$ cat src/slurm16_defs.svh
// widths and reset address shared by the slurm16 core; include before using the macros
`ifndef SLURM16_DEFS_SVH
`define SLURM16_DEFS_SVH

// data path and instruction word width
`define SLURM16_BITS 16

// register file size and select width
`define SLURM16_REGS 16
`define SLURM16_REG_BITS 4

// immediate field in the low byte of the word
`define SLURM16_IMM_BITS 8

// port address comes from imm8
`define SLURM16_PORT_BITS 8

// first fetch address after reset
`define SLURM16_RESET_PC 16'h0000

`endif

$ cat src/slurm16_pkg.sv
// opcode enum and pipeline payload structs of the slurm16 core, referenced by scoped names
`default_nettype none

`include "slurm16_defs.svh"

package slurm16_pkg;

	typedef enum logic [3:0] {
		OP_NOP  = 4'h0,
		OP_ADD  = 4'h1,
		OP_SUB  = 4'h2,
		OP_AND  = 4'h3,
		OP_OR   = 4'h4,
		OP_XOR  = 4'h5,
		OP_MOVI = 4'h6,
		OP_ADDI = 4'h7,
		OP_OUT  = 4'h8,
		OP_BZ   = 4'h9,
		OP_JMP  = 4'ha,
		OP_HALT = 4'hb
	} opcode_e;

	// imm8 overlays ra and rb
	typedef struct packed {
		opcode_e                       opcode;
		logic [`SLURM16_REG_BITS-1:0] rd;
		logic [`SLURM16_REG_BITS-1:0] ra;
		logic [`SLURM16_REG_BITS-1:0] rb;
	} instr_t;

	typedef struct packed {
		logic [`SLURM16_BITS-1:0] pc;
		instr_t                   instr;
	} fd_t;

	typedef struct packed {
		logic [`SLURM16_BITS-1:0]     pc;
		opcode_e                      opcode;
		logic [`SLURM16_REG_BITS-1:0] rd;
		logic [`SLURM16_BITS-1:0]     a;
		logic [`SLURM16_BITS-1:0]     b;
		logic [`SLURM16_BITS-1:0]     rd_value;
		logic [`SLURM16_IMM_BITS-1:0] imm8;
		logic                         writes_reg;
		logic                         sets_flags;
	} de_t;

	typedef struct packed {
		logic [`SLURM16_REG_BITS-1:0]  rd;
		logic [`SLURM16_BITS-1:0]      result;
		logic                          writes_reg;
		logic                          port_wr;
		logic [`SLURM16_PORT_BITS-1:0] port_address;
		logic [`SLURM16_BITS-1:0]      port_data;
	} ew_t;

endpackage

`default_nettype wire

$ cat src/slurm16_stage_reg.sv
// pipeline register that sits between each pair of stages and holds on stall and empties on flush
`timescale 1ns/1ps
`default_nettype none

module slurm16_stage_reg #(
	parameter type payload_t = logic [15:0]
) (
	input  wire      CLK,
	input  wire      arst_n,
	input  wire      in_valid,
	input  payload_t in_data,
	input  wire      stall,
	input  wire      flush,
	output logic     out_valid,
	output payload_t out_data
);

	// flush has priority over stall
	always_ff @(posedge CLK or negedge arst_n) begin
		if (!arst_n) begin
			out_valid <= 1'b0;
		end else if (flush) begin
			out_valid <= 1'b0;
		end else if (!stall) begin
			out_valid <= in_valid;
		end
	end

	// payload moves with the valid bit
	always_ff @(posedge CLK) begin
		if (!stall) begin
			out_data <= in_data;
		end
	end

	valid_known: assert property (
		@(posedge CLK) disable iff (!arst_n)
		!$isunknown(out_valid)
	);

endmodule

`default_nettype wire

$ cat src/slurm16_fetch.sv
// fetch stage of the cpu top with the pc and one outstanding request and a one-word return buffer
`timescale 1ns/1ps
`default_nettype none

`include "slurm16_defs.svh"

module slurm16_fetch (
	input  wire                     CLK,
	input  wire                     arst_n,
	output logic                    instruction_request,
	output logic [`SLURM16_BITS-1:0] instruction_address,
	input  wire                     instruction_valid,
	input  wire [`SLURM16_BITS-1:0] instruction_data,
	input  wire                     stall,
	input  wire                     branch_taken,
	input  wire [`SLURM16_BITS-1:0] branch_target,
	input  wire                     halted,
	output logic                    fd_valid,
	output slurm16_pkg::fd_t        fd_data
);

	logic [`SLURM16_BITS-1:0] pc;
	logic                     outstanding;
	logic                     stale;
	logic                     buf_valid;
	slurm16_pkg::fd_t         buf_data;
	slurm16_pkg::fd_t         fresh;
	logic                     ret;
	logic                     take;

	// a return is usable unless a redirect or halt has overtaken it
	assign ret  = instruction_valid && outstanding && !stale && !halted && !branch_taken;
	assign take = !stall;

	// no request while in reset
	assign instruction_request = arst_n && !outstanding && !buf_valid && !halted &&
		!branch_taken;
	assign instruction_address = pc;

	always_comb begin
		fresh.pc    = pc;
		fresh.instr = slurm16_pkg::instr_t'(instruction_data);
	end

	assign fd_valid = buf_valid || ret;
	assign fd_data  = buf_valid ? buf_data : fresh;

	always_ff @(posedge CLK or negedge arst_n) begin
		if (!arst_n) begin
			pc          <= `SLURM16_RESET_PC;
			outstanding <= 1'b0;
			stale       <= 1'b0;
			buf_valid   <= 1'b0;
		end else begin
			if (instruction_request)
				outstanding <= 1'b1;
			else if (instruction_valid)
				outstanding <= 1'b0;

			// a request in flight across a redirect returns the wrong word
			if (branch_taken && outstanding && !instruction_valid)
				stale <= 1'b1;
			else if (instruction_valid)
				stale <= 1'b0;

			if (branch_taken)
				pc <= branch_target;
			else if (ret)
				pc <= pc + 1'b1;

			if (branch_taken)
				buf_valid <= 1'b0;
			else if (buf_valid && take)
				buf_valid <= 1'b0;
			else if (ret && !take)
				buf_valid <= 1'b1;
		end
	end

	// park the word while decode is busy
	always_ff @(posedge CLK) begin
		if (ret && !take)
			buf_data <= fresh;
	end

	return_has_request: assert property (
		@(posedge CLK) disable iff (!arst_n)
		instruction_valid |-> outstanding
	);

endmodule

`default_nettype wire

$ cat src/slurm16_registers.sv
// register file, three asynchronous read ports and one synchronous write port
`timescale 1ns/1ps
`default_nettype none

`include "slurm16_defs.svh"

module slurm16_registers (
	input  wire                         CLK,
	input  wire                         arst_n,
	input  wire [`SLURM16_REG_BITS-1:0] ra_sel,
	input  wire [`SLURM16_REG_BITS-1:0] rb_sel,
	input  wire [`SLURM16_REG_BITS-1:0] rd_sel,
	output logic [`SLURM16_BITS-1:0]    ra_data,
	output logic [`SLURM16_BITS-1:0]    rb_data,
	output logic [`SLURM16_BITS-1:0]    rd_data,
	input  wire                         wr_en,
	input  wire [`SLURM16_REG_BITS-1:0] wr_sel,
	input  wire [`SLURM16_BITS-1:0]     wr_data
);

	logic [`SLURM16_BITS-1:0] regs [`SLURM16_REGS];

	always_ff @(posedge CLK or negedge arst_n) begin
		if (!arst_n) begin
			for (int i = 0; i < `SLURM16_REGS; i++)
				regs[i] <= '0;
		end else if (wr_en) begin
			regs[wr_sel] <= wr_data;
		end
	end

	// rd port serves OUT and ADDI
	assign ra_data = regs[ra_sel];
	assign rb_data = regs[rb_sel];
	assign rd_data = regs[rd_sel];

endmodule

`default_nettype wire

$ cat src/slurm16_decode.sv
// decode stage: field split, register read and source reporting for the hazard unit
`timescale 1ns/1ps
`default_nettype none

`include "slurm16_defs.svh"

module slurm16_decode (
	input  wire                          CLK,
	input  wire                          arst_n,
	input  wire                          fd_valid,
	input  slurm16_pkg::fd_t             fd_data,
	output logic                         de_valid,
	output slurm16_pkg::de_t             de_data,
	output logic                         use_a,
	output logic                         use_b,
	output logic                         use_rd,
	output logic                         use_flags,
	output logic [`SLURM16_REG_BITS-1:0] src_a,
	output logic [`SLURM16_REG_BITS-1:0] src_b,
	output logic [`SLURM16_REG_BITS-1:0] src_rd,
	input  wire                          wr_en,
	input  wire [`SLURM16_REG_BITS-1:0]  wr_sel,
	input  wire [`SLURM16_BITS-1:0]      wr_data
);

	logic [`SLURM16_BITS-1:0] ra_data;
	logic [`SLURM16_BITS-1:0] rb_data;
	logic [`SLURM16_BITS-1:0] rd_data;
	slurm16_pkg::opcode_e     op;
	logic                     alu_op;

	assign op    = fd_data.instr.opcode;
	assign src_a  = fd_data.instr.ra;
	assign src_b  = fd_data.instr.rb;
	assign src_rd = fd_data.instr.rd;

	slurm16_registers u_registers (
		.CLK     (CLK),
		.arst_n  (arst_n),
		.ra_sel  (src_a),
		.rb_sel  (src_b),
		.rd_sel  (src_rd),
		.ra_data (ra_data),
		.rb_data (rb_data),
		.rd_data (rd_data),
		.wr_en   (wr_en),
		.wr_sel  (wr_sel),
		.wr_data (wr_data)
	);

	// two-register ALU forms
	assign alu_op = (op == slurm16_pkg::OP_ADD) || (op == slurm16_pkg::OP_SUB) ||
		(op == slurm16_pkg::OP_AND) || (op == slurm16_pkg::OP_OR) ||
		(op == slurm16_pkg::OP_XOR);

	assign use_a     = fd_valid && alu_op;
	assign use_b     = fd_valid && alu_op;
	assign use_rd    = fd_valid && (op == slurm16_pkg::OP_OUT || op == slurm16_pkg::OP_ADDI);
	assign use_flags = fd_valid && (op == slurm16_pkg::OP_BZ);

	assign de_valid = fd_valid;

	always_comb begin
		de_data.pc         = fd_data.pc;
		de_data.opcode     = op;
		de_data.rd         = fd_data.instr.rd;
		de_data.a          = ra_data;
		de_data.b          = rb_data;
		de_data.rd_value   = rd_data;
		de_data.imm8       = {fd_data.instr.ra, fd_data.instr.rb};
		de_data.writes_reg = alu_op || op == slurm16_pkg::OP_MOVI || op == slurm16_pkg::OP_ADDI;
		de_data.sets_flags = alu_op || op == slurm16_pkg::OP_ADDI;
	end

endmodule

`default_nettype wire

$ cat src/slurm16_hazard.sv
// hazard unit: stalls decode on register or flag dependencies, there is no forwarding
`timescale 1ns/1ps
`default_nettype none

`include "slurm16_defs.svh"

module slurm16_hazard (
	input  wire                         use_a,
	input  wire                         use_b,
	input  wire                         use_rd,
	input  wire                         use_flags,
	input  wire [`SLURM16_REG_BITS-1:0] src_a,
	input  wire [`SLURM16_REG_BITS-1:0] src_b,
	input  wire [`SLURM16_REG_BITS-1:0] src_rd,
	input  wire                         e_valid,
	input  slurm16_pkg::de_t            e_data,
	input  wire                         w_valid,
	input  slurm16_pkg::ew_t            w_data,
	output logic                        stall
);

	logic e_wr;
	logic w_wr;
	logic hit_a;
	logic hit_b;
	logic hit_rd;
	logic flag_hit;

	// live register writers in execute and writeback
	assign e_wr = e_valid && e_data.writes_reg;
	assign w_wr = w_valid && w_data.writes_reg;

	assign hit_a  = use_a && ((e_wr && e_data.rd == src_a) || (w_wr && w_data.rd == src_a));
	assign hit_b  = use_b && ((e_wr && e_data.rd == src_b) || (w_wr && w_data.rd == src_b));
	assign hit_rd = use_rd && ((e_wr && e_data.rd == src_rd) || (w_wr && w_data.rd == src_rd));

	// BZ waits for the flag setter to leave execute
	assign flag_hit = use_flags && e_valid && e_data.sets_flags;

	assign stall = hit_a || hit_b || hit_rd || flag_hit;

endmodule

`default_nettype wire

$ cat src/slurm16_execute.sv
// execute stage of the cpu top with the ALU and the Z and C flags and branch and halt control
`timescale 1ns/1ps
`default_nettype none

`include "slurm16_defs.svh"

module slurm16_execute (
	input  wire                      CLK,
	input  wire                      arst_n,
	input  wire                      de_valid,
	input  slurm16_pkg::de_t         de_data,
	output logic                     ew_valid,
	output slurm16_pkg::ew_t         ew_data,
	output logic                     flag_z,
	output logic                     branch_taken,
	output logic [`SLURM16_BITS-1:0] branch_target,
	output logic                     halted
);

	logic                     flag_c;
	logic                     exec_ok;
	logic [`SLURM16_BITS-1:0] imm_sext;
	logic [`SLURM16_BITS:0]   sum;
	logic [`SLURM16_BITS-1:0] result;
	logic                     carry;

	// nothing past HALT takes effect
	assign exec_ok  = de_valid && !halted;
	assign imm_sext = {{(`SLURM16_BITS - `SLURM16_IMM_BITS){de_data.imm8[7]}}, de_data.imm8};

	always_comb begin
		sum = '0;
		case (de_data.opcode)
			slurm16_pkg::OP_ADD:
				sum = {1'b0, de_data.a} + {1'b0, de_data.b};
			// carry out here means no borrow
			slurm16_pkg::OP_SUB:
				sum = {1'b0, de_data.a} + {1'b0, ~de_data.b} + 1'b1;
			slurm16_pkg::OP_AND:
				sum = {1'b0, de_data.a & de_data.b};
			slurm16_pkg::OP_OR:
				sum = {1'b0, de_data.a | de_data.b};
			slurm16_pkg::OP_XOR:
				sum = {1'b0, de_data.a ^ de_data.b};
			slurm16_pkg::OP_MOVI:
				sum = {1'b0, {(`SLURM16_BITS - `SLURM16_IMM_BITS){1'b0}}, de_data.imm8};
			slurm16_pkg::OP_ADDI:
				sum = {1'b0, de_data.rd_value} + {1'b0, imm_sext};
			default:
				sum = '0;
		endcase
	end

	assign result = sum[`SLURM16_BITS-1:0];
	assign carry  = sum[`SLURM16_BITS];

	// BZ and JMP share the relative target
	assign branch_target = de_data.pc + 1'b1 + imm_sext;
	assign branch_taken  = exec_ok && (de_data.opcode == slurm16_pkg::OP_JMP ||
		(de_data.opcode == slurm16_pkg::OP_BZ && flag_z));

	assign ew_valid = exec_ok;

	always_comb begin
		ew_data.rd           = de_data.rd;
		ew_data.result       = result;
		ew_data.writes_reg   = de_data.writes_reg;
		ew_data.port_wr      = de_data.opcode == slurm16_pkg::OP_OUT;
		ew_data.port_address = de_data.imm8;
		ew_data.port_data    = de_data.rd_value;
	end

	always_ff @(posedge CLK or negedge arst_n) begin
		if (!arst_n) begin
			flag_z <= 1'b0;
			flag_c <= 1'b0;
			halted <= 1'b0;
		end else begin
			if (exec_ok && de_data.sets_flags) begin
				flag_z <= result == '0;
				flag_c <= carry;
			end
			// sticky until reset
			if (exec_ok && de_data.opcode == slurm16_pkg::OP_HALT)
				halted <= 1'b1;
		end
	end

	// the core empties de once halted so no branch can follow
	flushed_after_halt: assert property (
		@(posedge CLK) disable iff (!arst_n)
		halted |=> !de_valid
	);

endmodule

`default_nettype wire

$ cat src/slurm16_cpu_top.sv
// top level of the slurm16 core, connects the stages to instruction memory and the port
`timescale 1ns/1ps
`default_nettype none

`include "slurm16_defs.svh"

module slurm16_cpu_top (
	input  wire                       CLK,
	input  wire                       arst_n,
	output logic                      instruction_request,
	output logic [`SLURM16_BITS-1:0]  instruction_address,
	input  wire                       instruction_valid,
	input  wire [`SLURM16_BITS-1:0]   instruction_data,
	output logic                      port_wr,
	output logic [`SLURM16_PORT_BITS-1:0] port_address,
	output logic [`SLURM16_BITS-1:0]  port_data,
	output logic                      halted
);

	logic                         f_valid;
	slurm16_pkg::fd_t             f_data;
	logic                         fd_valid;
	slurm16_pkg::fd_t             fd_q;
	logic                         d_valid;
	slurm16_pkg::de_t             d_data;
	logic                         de_valid;
	slurm16_pkg::de_t             de_q;
	logic                         x_valid;
	slurm16_pkg::ew_t             x_data;
	logic                         ew_valid;
	slurm16_pkg::ew_t             ew_q;
	logic                         use_a;
	logic                         use_b;
	logic                         use_rd;
	logic                         use_flags;
	logic [`SLURM16_REG_BITS-1:0] src_a;
	logic [`SLURM16_REG_BITS-1:0] src_b;
	logic [`SLURM16_REG_BITS-1:0] src_rd;
	logic                         stall;
	logic                         branch_taken;
	logic [`SLURM16_BITS-1:0]     branch_target;
	logic                         flush;
	logic                         reg_wr;

	// redirect or halt empties fd and de
	assign flush  = branch_taken || halted;
	assign reg_wr = ew_valid && ew_q.writes_reg;

	slurm16_fetch u_fetch (
		.CLK                 (CLK),
		.arst_n              (arst_n),
		.instruction_request (instruction_request),
		.instruction_address (instruction_address),
		.instruction_valid   (instruction_valid),
		.instruction_data    (instruction_data),
		.stall               (stall),
		.branch_taken        (branch_taken),
		.branch_target       (branch_target),
		.halted              (halted),
		.fd_valid            (f_valid),
		.fd_data             (f_data)
	);

	slurm16_stage_reg #(.payload_t(slurm16_pkg::fd_t)) u_fd_reg (
		.CLK       (CLK),
		.arst_n    (arst_n),
		.in_valid  (f_valid),
		.in_data   (f_data),
		.stall     (stall),
		.flush     (flush),
		.out_valid (fd_valid),
		.out_data  (fd_q)
	);

	slurm16_decode u_decode (
		.CLK       (CLK),
		.arst_n    (arst_n),
		.fd_valid  (fd_valid),
		.fd_data   (fd_q),
		.de_valid  (d_valid),
		.de_data   (d_data),
		.use_a     (use_a),
		.use_b     (use_b),
		.use_rd    (use_rd),
		.use_flags (use_flags),
		.src_a     (src_a),
		.src_b     (src_b),
		.src_rd    (src_rd),
		.wr_en     (reg_wr),
		.wr_sel    (ew_q.rd),
		.wr_data   (ew_q.result)
	);

	slurm16_hazard u_hazard (
		.use_a     (use_a),
		.use_b     (use_b),
		.use_rd    (use_rd),
		.use_flags (use_flags),
		.src_a     (src_a),
		.src_b     (src_b),
		.src_rd    (src_rd),
		.e_valid   (de_valid),
		.e_data    (de_q),
		.w_valid   (ew_valid),
		.w_data    (ew_q),
		.stall     (stall)
	);

	// a stalled decode sends a bubble forward
	slurm16_stage_reg #(.payload_t(slurm16_pkg::de_t)) u_de_reg (
		.CLK       (CLK),
		.arst_n    (arst_n),
		.in_valid  (d_valid && !stall),
		.in_data   (d_data),
		.stall     (1'b0),
		.flush     (flush),
		.out_valid (de_valid),
		.out_data  (de_q)
	);

	slurm16_execute u_execute (
		.CLK           (CLK),
		.arst_n        (arst_n),
		.de_valid      (de_valid),
		.de_data       (de_q),
		.ew_valid      (x_valid),
		.ew_data       (x_data),
		.flag_z        (),
		.branch_taken  (branch_taken),
		.branch_target (branch_target),
		.halted        (halted)
	);

	slurm16_stage_reg #(.payload_t(slurm16_pkg::ew_t)) u_ew_reg (
		.CLK       (CLK),
		.arst_n    (arst_n),
		.in_valid  (x_valid),
		.in_data   (x_data),
		.stall     (1'b0),
		.flush     (1'b0),
		.out_valid (ew_valid),
		.out_data  (ew_q)
	);

	// ew register doubles as the registered port
	assign port_wr      = ew_valid && ew_q.port_wr;
	assign port_address = ew_q.port_address;
	assign port_data    = ew_q.port_data;

endmodule

`default_nettype wire

$ cat config.mk
export PLATFORM = sky130hd
export DESIGN_NAME = slurm16_cpu_top
export DESIGN_NICKNAME = d
export VERILOG_FILES = /design/src/slurm16_pkg.sv /design/src/slurm16_stage_reg.sv /design/src/slurm16_fetch.sv /design/src/slurm16_registers.sv /design/src/slurm16_decode.sv /design/src/slurm16_hazard.sv /design/src/slurm16_execute.sv /design/src/slurm16_cpu_top.sv
export VERILOG_INCLUDE_DIRS = /design/src
export SDC_FILE = /design/constraint.sdc
export NUM_CORES = 1
export LEC_CHECK = 0
export BUFFER_PORTS_ARGS = -buffer_cell sky130_fd_sc_hd__buf_4
export CELL_PAD_IN_SITES_DETAIL_PLACEMENT = 0
export CELL_PAD_IN_SITES_GLOBAL_PLACEMENT = 1
export CORE_AREA = 2 2 182 256
export DETAILED_ROUTE_END_ITERATION = 8
export DIE_AREA = 0 0 184 258
export PLACE_DENSITY = 0.94
export SETUP_SLACK_MARGIN = 0.02
export SLEW_MARGIN = 30
export SYNTH_ARGS = -nofsm -noshare
export SYNTH_HDL_FRONTEND = slang
export SYNTH_SLANG_ARGS = --single-unit
export TNS_END_PERCENT = 20
$ cat constraint.sdc
create_clock -name CLK -period 11.2 [get_ports CLK]
set_clock_uncertainty 0.2 [all_clocks]
set_input_delay 1.68 -clock CLK [delete_from_list [all_inputs] [get_ports CLK]]
set_output_delay 1.68 -clock CLK [all_outputs]
set_load 0.1 [all_outputs]
==> results by group, run 1 <==
Floorplanning
  • Top Ports: 62
  • Core area: 45,380 um^2
  • Die width: 184 um
  • Initial Utilization: 56.21%
  • Die height: 258 um
  • FP Rows: 93
  • Die area: 47,470 um^2

Logic synthesis
  • Most frequent cell after synthesis: mux2_2
  • Mapped cell area: 25,510 um^2
  • Syn_area_per_cell: 13.91 um^2
  • Top post-synthesis cells by area: dfrtp_1 27%, mux4_2 21%, mux2_2 13%
  • Ys Warns: 0
  • Yosys cell types: 76
  • Primary FF master, synth: dfrtp_1
  • Area share of the largest cell type after synthesis: 27.47%
  • Gate Count Post-Synth: 1,834
  • Post-synth ARST share: 59.32%
  • Number of flops mapped to enable cells by yosys: 64
  • Post-synthesis register bit count: 472
  • Syn Nets: 1,935
  • Area leader, netlist: dfrtp_1
  • Synth top cells by count: 290 x mux2_2, 280 x dfrtp_1, 240 x mux4_2
  • Seq/Total Area, Yosys: 45.04%

Timing
  • Minimum clock period: 4751 ps
  • Slew @ Worst Pin: 966.9 ps
  • Max Clk Rate: 210.5 MHz
  • Setup_tns: 0 ps
  • Final Max Slew Viols: 0
  • Hold Vio Cnt, Final: 0
  • RSZ-0062 raised after global routing: false
  • Fin crit share: 42.42%
  • Final setup vio count: 0
  • Worst slew margin: 35.39%

Clock network
  • # Post-CTS Setup Buffers: 0
  • Root Driver: clkbuf_16
  • CTS hold repair buffers: 0
  • Clock transition at path regs: 60 ps
  • CTS tree: done
  • Clock Sinks: 472
  • CTS Buffer Depth: 3
  • Post-cts gate resize count: 0
  • CTS Buf Count: 45
  • H-tree depth: 2
  • Clk_lat worst skew: 570 ps

Global route
  • Number of global-route vias before repair: 17,520
  • Initial antenna violation count: 2
  • GRT Util Overall: 29.16%
  • Largest net degree at the start of global routing: 98
  • Global route overflow: 0
  • First-pass GRT wire length: 104.3 mm

Detailed routing
  • DR iter-0 viols: 1,509
  • DR vias: 16,630
  • Post-detailed-route DRC marker count: 0
  • Wire per inst: 27.70 um
  • Routed vias/inst: 6.811
  • Initial DRT Pass Iterations: 5
  • Final wirelength: 67.64 mm
  • Routed Antenna Nets: 0

Power and ir drop
  • Psw: 1.428 mW
  • Final Power: 4.553 mW
  • Logic pwr share: 20.3%
  • Pint: 3.125 mW
  • Sequential Power Share: 45.0%
  • Clk network pwr share: 34.8%
  • Worst vdd rail ir drop: 0.0001930 V
  • Pwr dens: 162.9 nW/um^2
  • Net Sw Frac: 31.37%
  • Leakage: 11.81 nW

Worst hold path
  • Tightest Hold Check Type: reg2reg

Setup path
  • Critical Path RT: 9320 ps
  • Critical path class: in2out
  • Crit end category: primary output
  • Type of origin of the critical path: primary input
  • Critical path arrival: 2870 ps
  • Max FO, Critical Path: 97

Placed design
  • Dpl hpwl: 44.27 mm
  • Final Wtd Congestion: 0.9141
  • Port Buffers: 61

Cells and area
  • P&R area growth vs syn: 9.569%
  • Layout cells sized above 1: 38.84%
  • Nets: 1,938
  • Antenna cells: 0
  • Fill cell total of the finished layout: 3,280

Outcome
  • Status: finished, final reports clean

Job
  • MaxCap Viol Count: 0
==> flip-flops by register name, indices dropped and copies added (netlist names), 16 cells and up <==
name,count
u_de_reg.out_data,82
u_decode.u_registers.regs,256
u_ew_reg.out_data,46
u_fd_reg.out_data,32
u_fetch.buf_data,32
u_fetch.instruction_address,16
==> power by group through the flow <==
stage               logic [mW]  registers [mW]  clock network, mW
floorplan                0.503            2.21                  0
global placement         0.906            2.06                  0
detailed placement       0.916            2.07                  0
CTS                      0.921            2.04               1.60
global route             0.982            2.06               1.67
finish                   0.923            2.05               1.58
==> per-layer routing <==
| metal | GRT usage (%) | part of all wire [%] |
|---|---|---|
| met5 | 0 | 0.027 |
| met1 | 34.31 | 35 |
| met4 | 15.78 | 5.9 |
| met3 | 5.486 | 7.1 |
| met2 | 50.51 | 52 |
==> kinds of logic after synthesis <==
| kind of cell | synth area share (%) |
|---|---|
| muxes | 34.11 |
| DFF | 45.04 |
| and+or+nand+nor | 4.964 |
| AOI/OAI and AO/OA | 5.984 |
| buffers and inverters | 3.463 |
| adders and majority gates | 4.140 |
| xor gates and xnor gates | 2.300 |
==> placed cells by master, fill, tap and decap left out, types with 11 or more instances in the layout <==
master     synthesis  final
a21oi_1           60     60
and3_1            12     12
edfxtp_1          64     64
xor2_1            31     31
mux2_2           290    290
nor3_1            21     20
mux4_2           240    240
clkbuf_16          0     47
inv_1             60     60
clkbuf_1          86     11
buf_4             24     95
dfrtp_1          280    280
xnor2_1           36     36
nand2_1           48     48
nor2_1            77     68
o21bai_1          12     12
dfxtp_1          128    128
a21o_1            15     15
ha_1              78     78
nand3_1           20     20
o21ai_0           33     33
nand2b_1          12     12
==> final timing paths <==
kind,start,endpoint,slack (ps),cells after the start
max,arst_n,instruction_request,6450,3
min,u_fd_reg.out_data[30],u_de_reg.out_data[80],140,0
max reg2reg,u_de_reg.out_data[64],u_execute.flag_z,7140,9
min reg2reg,u_fd_reg.out_data[30],u_de_reg.out_data[80],140,0
max in group asynchronous,arst_n,u_decode.u_registers.regs[139],7870,3
min in group asynchronous,arst_n,u_decode.u_registers.regs[239],920,1
==> area by class of cell <==
class                   instances  area [um^2]  area share, %
multi-input cells            1157        13200          47.23
flip-flops and latches        472        11490          41.11
clock buffers                  66         1328          4.749
repair buffers                101        788.3          2.820
well taps                     570        713.2          2.551
inverters                      60        225.2         0.8057
clock inverters                16        205.2         0.7341
==> worst max-delay path: stages <==
cell and delay, ps:
buf_8 500, and3_1 290, buf_4 300
==> stage by stage <==
step / cell area [um^2] / hold slack [ps] / utilization, % / cells / setup slack, ps
final: 27950 / 142.1 / 61.59 / 2442 / 6449
after global routing: 27950 / 153.4 / 61.59 / 2442 / 6261
after CTS: 27940 / 143.8 / 61.58 / 2442 / 6431
after detailed placement: 26410 / 128.7 / 58.20 / 2360 / 6434
after global placement: 26380 / 124.7 / 58.14 / 2359 / 6455
after floorplan: 25510 / 123.3 / - / 1834 / 5606
No activity file was read; power rests on OpenSTA's default activity.
==> run 2, diff against run 1 <==
--- a/config.mk
+++ b/config.mk
@@ -9,10 +9,10 @@
 export BUFFER_PORTS_ARGS = -buffer_cell sky130_fd_sc_hd__buf_4
 export CELL_PAD_IN_SITES_DETAIL_PLACEMENT = 0
 export CELL_PAD_IN_SITES_GLOBAL_PLACEMENT = 1
-export CORE_AREA = 2 2 182 256
+export CORE_AREA = 2 2 189 265
 export DETAILED_ROUTE_END_ITERATION = 8
-export DIE_AREA = 0 0 184 258
-export PLACE_DENSITY = 0.94
+export DIE_AREA = 0 0 191 267
+export PLACE_DENSITY = 0.88
 export SETUP_SLACK_MARGIN = 0.02
 export SLEW_MARGIN = 30
 export SYNTH_ARGS = -nofsm -noshare
==> constraint.sdc (replaced) <==
create_clock -name CLK -period 4.39 [get_ports CLK]
set_clock_uncertainty 0.2 [all_clocks]
set_input_delay 0.6585 -clock CLK [delete_from_list [all_inputs] [get_ports CLK]]
set_output_delay 0.6585 -clock CLK [all_outputs]
set_load 0.1 [all_outputs]
==> results by group, run 2 (synthesis results as in run 1) <==
Outcome
  • Status: finished, final reports clean

Detailed routing
  • WL met2: 35.04 mm
  • DR top layer: met4
  • Routed Antenna Nets: 0
  • Met1 wire length: 24.74 mm
  • Initial DRT Pass Iterations: 6
  • Wire per inst: 27.14 um
  • Routed vias/inst: 6.581
  • DR iter-0 viols: 1,644
  • DR vias: 16,550
  • Post-detailed-route DRC marker count: 0
  • Final wirelength: 68.26 mm
  • WL met3: 4.460 mm

Setup path
  • Register-to-register setup slack: 410 ps
  • Crit path largest cell delay: 510 ps
  • Buf+Inv Stages, Crit Path: 1
  • CP max stage cell: or4_1
  • Worst path cell trace: ha_1 -> inv_1 -> fa_1 -> nor2b_1 -> o31a_1 -> a21oi_1 -> a221o_1 -> or4_1 -> or3_1 -> or4_1 -> o41ai_2
  • Critical Path RT: 4660 ps
  • Critical path arrival: 4250 ps
  • Crit end category: flop
  • Cell mode on critical path: or4_1
  • CP top delay family: simple AND/OR/NAND/NOR gates
  • Type of origin of the critical path: flop
  • Max FO, Critical Path: 4
  • Critical path class: reg2reg

Cells and area
  • Post-Layout Cell Count: 2,515
  • Biggest register: u_decode.u_registers.regs
  • Largest registers: u_decode.u_registers.regs: 256 flops, u_de_reg.out_data: 82 flops, u_ew_reg.out_data: 46 flops
  • Fill cell total of the finished layout: 3,688
  • Most frequent cells in the layout: 290 x mux2_2, 280 x dfrtp_1, 240 x mux4_2
  • Nets: 1,942
  • Seq. cell area: 11,490 um^2
  • Layout cells sized above 1: 39.35%
  • Area of the multi-input gates: 13,220 um^2
  • Max reg flops: 256
  • P&R area growth vs syn: 10.91%
  • Antenna cells: 0
  • Most common cell after layout, fill and taps aside: mux2_2
  • Core Util, Final: 58.16%

Global route
  • Initial antenna violation count: 0
  • Global route overflow: 0
  • First-pass GRT wire length: 104.4 mm
  • Largest net degree at the start of global routing: 179
  • GRT Util Overall: 27.40%
  • Number of global-route vias before repair: 17,360

Clock network
  • CTS Buf Count: 45
  • Clock Sinks: 472
  • Root Driver: clkbuf_16
  • Clock transition at path regs: 60 ps
  • CTS tree: done
  • H-tree depth: 2
  • CTS Buffer Depth: 3
  • Clk_lat worst skew: 580 ps
  • # Post-CTS Setup Buffers: 0

Placed design
  • Place WS: 444.7 ps
  • Placed insts: 2,429
  • Dpl hpwl: 44.57 mm
  • Final Wtd Congestion: 0.9226
  • Port Buffers: 61

Timing
  • Hold Vio Cnt, Final: 0
  • Minimum clock period: 3980 ps
  • Final setup vio count: 0
  • Worst slew margin: 31.01%
  • Final Max Slew Viols: 0
  • Slew @ Worst Pin: 1035 ps
  • Max Clk Rate: 251.3 MHz
  • RSZ-0062 raised after global routing: false
  • Setup_tns: 0 ps
  • Post-route setup slack: 410.3 ps
  • Fin crit share: 90.65%

Worst hold path
  • Tightest Hold Check Type: in2reg

Floorplanning
  • Die area: 51,000 um^2
  • FP Rows: 96
  • Initial Utilization: 52.44%
  • Top Ports: 62
  • Die width: 191 um
  • Core area: 48,650 um^2
  • Die height: 267 um

Power and ir drop
  • Pwr dens: 422.1 nW/um^2
  • Final Power: 11.94 mW
  • Leakage: 11.93 nW
  • Worst vdd rail ir drop: 0.0004818 V

Job
  • MaxCap Viol Count: 0
## run 2: area by class of cell
type | instances | area share, %
clock inverter | 23 | 1.260
tap | 637 | 2.817
inverter | 60 | 0.7960
sequential | 472 | 40.61
multi-input combinational | 1157 | 46.71
clock buffer | 61 | 4.736
timing repair buffer | 105 | 3.069
## run 2: path summary, 6_finish.rpt
kind	to	from	depth (start not counted)
hold / removal	u_fetch.stale	instruction_valid	2
max in group asynchronous	u_decode.u_registers.regs[189]	arst_n	4
setup / recovery	u_execute.flag_z	u_de_reg.out_data[2]	11
hold reg to reg	u_de_reg.out_data[81]	u_fd_reg.out_data[31]	0
setup reg to reg	u_execute.flag_z	u_de_reg.out_data[2]	11
min in group asynchronous	u_decode.u_registers.regs[225]	arst_n	2
## run 2: timing repair
action | CTS | global route
hold buffers | 1 | 0
gates resized for setup | 0 | 0
endpoints found under the hold margin | 55 | 0
## run 2: stage by stage
stage | instance area, um^2 | hold WS (ps)
after CTS | 28270 | 33.74
final | 28290 | 55.15
after floorplan | 25520 | 123.3
after detailed placement | 26560 | 126.9
after global placement | 26560 | 126.8
after global routing | 28290 | 34.31
## run 2: power breakdown
group / switching [mW] / internal (mW)
combinational: 1.52 / 0.836
clock: 1.76 / 2.64
sequential: 0.384 / 4.80
total: 3.67 / 8.28
## run 2: metal layers
metal  vias up  track usage, %
li1       7026               -
met1      8524           32.46
met2       763           47.40
met3       237           4.313
met4         0           15.40
met5         -               0
==> run 3, diff against run 2 <==
--- a/config.mk
+++ b/config.mk
@@ -13,6 +13,7 @@
 export DETAILED_ROUTE_END_ITERATION = 8
 export DIE_AREA = 0 0 191 267
 export PLACE_DENSITY = 0.88
+export RECOVER_POWER = 100
 export SETUP_SLACK_MARGIN = 0.02
 export SLEW_MARGIN = 30
 export SYNTH_ARGS = -nofsm -noshare
==> results by group, run 3 (synthesis results as in run 1) <==
Global route
  • Largest net degree at the start of global routing: 179
  • Number of global-route vias before repair: 17,360
  • Global route overflow: 0
  • First-pass GRT wire length: 104.4 mm
  • GRT Util Overall: 27.40%
  • Initial antenna violation count: 0

Timing
  • Worst slew margin: -91.91%
  • Slew @ Worst Pin: 2868 ps
  • Minimum clock period: 4235 ps
  • RSZ-0062 raised after global routing: false
  • Final Max Slew Viols: 552
  • Setup_tns: 0 ps
  • Final setup vio count: 0
  • Hold Vio Cnt, Final: 0
  • Max Clk Rate: 236.1 MHz
  • Fin crit share: 96.47%

Floorplanning
  • Top Ports: 62
  • FP Rows: 96
  • Initial Utilization: 52.44%
  • Die height: 267 um
  • Core area: 48,650 um^2
  • Die area: 51,000 um^2
  • Die width: 191 um

Clock network
  • H-tree depth: 2
  • Clock transition at path regs: 60 ps
  • CTS hold repair buffers: 1
  • Post-cts gate resize count: 0
  • CTS tree: done
  • Clock Sinks: 472
  • Root Driver: clkbuf_16
  • Clk_lat worst skew: 570 ps
  • # Post-CTS Setup Buffers: 0
  • CTS Buffer Depth: 3
  • CTS Buf Count: 45

Setup path
  • Max FO, Critical Path: 37
  • Critical Path RT: 4610 ps
  • Critical path depth: 4
  • CP max stage cell: clkbuf_1
  • Critical path class: reg2reg
  • Crit path largest cell delay: 1890 ps
  • Crit end category: flop
  • Cell mode on critical path: mux4_2
  • Reg2reg end: u_de_reg.out_data[53]
  • R2R cell count: 4
  • Critical path arrival: 4450 ps
  • Register-to-register setup slack: 160 ps
  • Buf+Inv Stages, Crit Path: 2
  • Type of origin of the critical path: flop
  • Worst path cell trace: clkbuf_4 -> clkbuf_1 -> mux4_2 -> mux4_2
  • CP top delay family: buffers and inverters
  • Worst r2r src: u_fd_reg.out_data[5]

Cells and area
  • Biggest register: u_decode.u_registers.regs
  • Largest registers: u_decode.u_registers.regs: 256 flops, u_de_reg.out_data: 82 flops, u_ew_reg.out_data: 46 flops
  • Post-Layout Cell Count: 2,515
  • Most common cell after layout, fill and taps aside: mux2_2
  • Most frequent cells in the layout: 289 x mux2_2, 280 x dfrtp_1, 240 x mux4_2
  • P&R area growth vs syn: 9.647%
  • Core Util, Final: 57.50%
  • Nets: 1,942
  • Layout cells sized above 1: 35.36%
  • Max reg flops: 256
  • Antenna cells: 0

Placed design
  • Dpl hpwl: 44.57 mm
  • Final Wtd Congestion: 0.9226
  • Placed insts: 2,429
  • Port Buffers: 61

Power and ir drop
  • Worst vdd rail ir drop: 0.0004513 V
  • Pwr dens: 423.9 nW/um^2
  • Leakage: 11.67 nW

Detailed routing
  • Post-detailed-route DRC marker count: 0
  • Wire per inst: 27.22 um
  • DR iter-0 viols: 1,542
  • Routed vias/inst: 6.620
  • Final wirelength: 68.45 mm
  • Initial DRT Pass Iterations: 6
  • DR vias: 16,650
  • Routed Antenna Nets: 0

Outcome
  • Failing checks: max-capacitance violations, max-slew violations
  • Status: complete, but fails checks

Worst hold path
  • Tightest Hold Check Type: in2reg
  • Hold Crit Endpoint: u_fetch.stale
  • Hold path depth: 2
  • HP Start: instruction_valid

Job
  • MaxCap Viol Count: 24
==> run 3: through the flow <==
step	worst slack (ps)	total power [mW]	hold slack (ps)	cell area, um^2
2_1_floorplan	382.8	6.928	123.3	25520
3_3_place_gp	481.4	7.568	126.8	26560
3_5_place_dp	444.7	7.618	126.9	26560
4_1_cts	420.4	12.01	33.74	28270
6_report	155.1	11.86	55.79	27970
5_1_grt	113.5	12.30	34.31	27970
==> run 3: final cells by class <==
type / count / area [um^2]
Clock buffer: 61 / 1340
Tap cell: 637 / 797.0
Timing Repair Buffer: 105 / 608.1
Sequential cell: 472 / 11490
Inverter: 60 / 225.2
Clock inverter: 23 / 356.6
Multi-Input combinational cell: 1157 / 13150
Fill cell: 3774 / 20670
==> run 3: power breakdown <==
| group | switching [mW] | internal [mW] |
|---|---|---|
| Combinational | 1.52 | 0.757 |
| Sequential | 0.384 | 4.80 |
| Clock | 1.76 | 2.64 |
| Total | 3.66 | 8.20 |
==> run 3: worst max path at each step <==
stage / startpoint / end
global route: u_fd_reg.out_data[5] / u_de_reg.out_data[53]
global placement: u_de_reg.out_data[42] / u_execute.flag_z
floorplan: u_fd_reg.out_data[2] / u_fetch.buf_data[0]
finish: u_fd_reg.out_data[5] / u_de_reg.out_data[53]
detailed placement: u_de_reg.out_data[2] / u_execute.flag_z
CTS: u_de_reg.out_data[2] / u_execute.flag_z
==> run 3: per-layer routing <==
metal	wire length [um]	GRT usage, %	up-vias
li1	-	-	7042
met3	4594	4.313	239
met2	35050	47.40	800
met1	24790	32.46	8569
met4	4015	15.40	0
met5	0	0	-
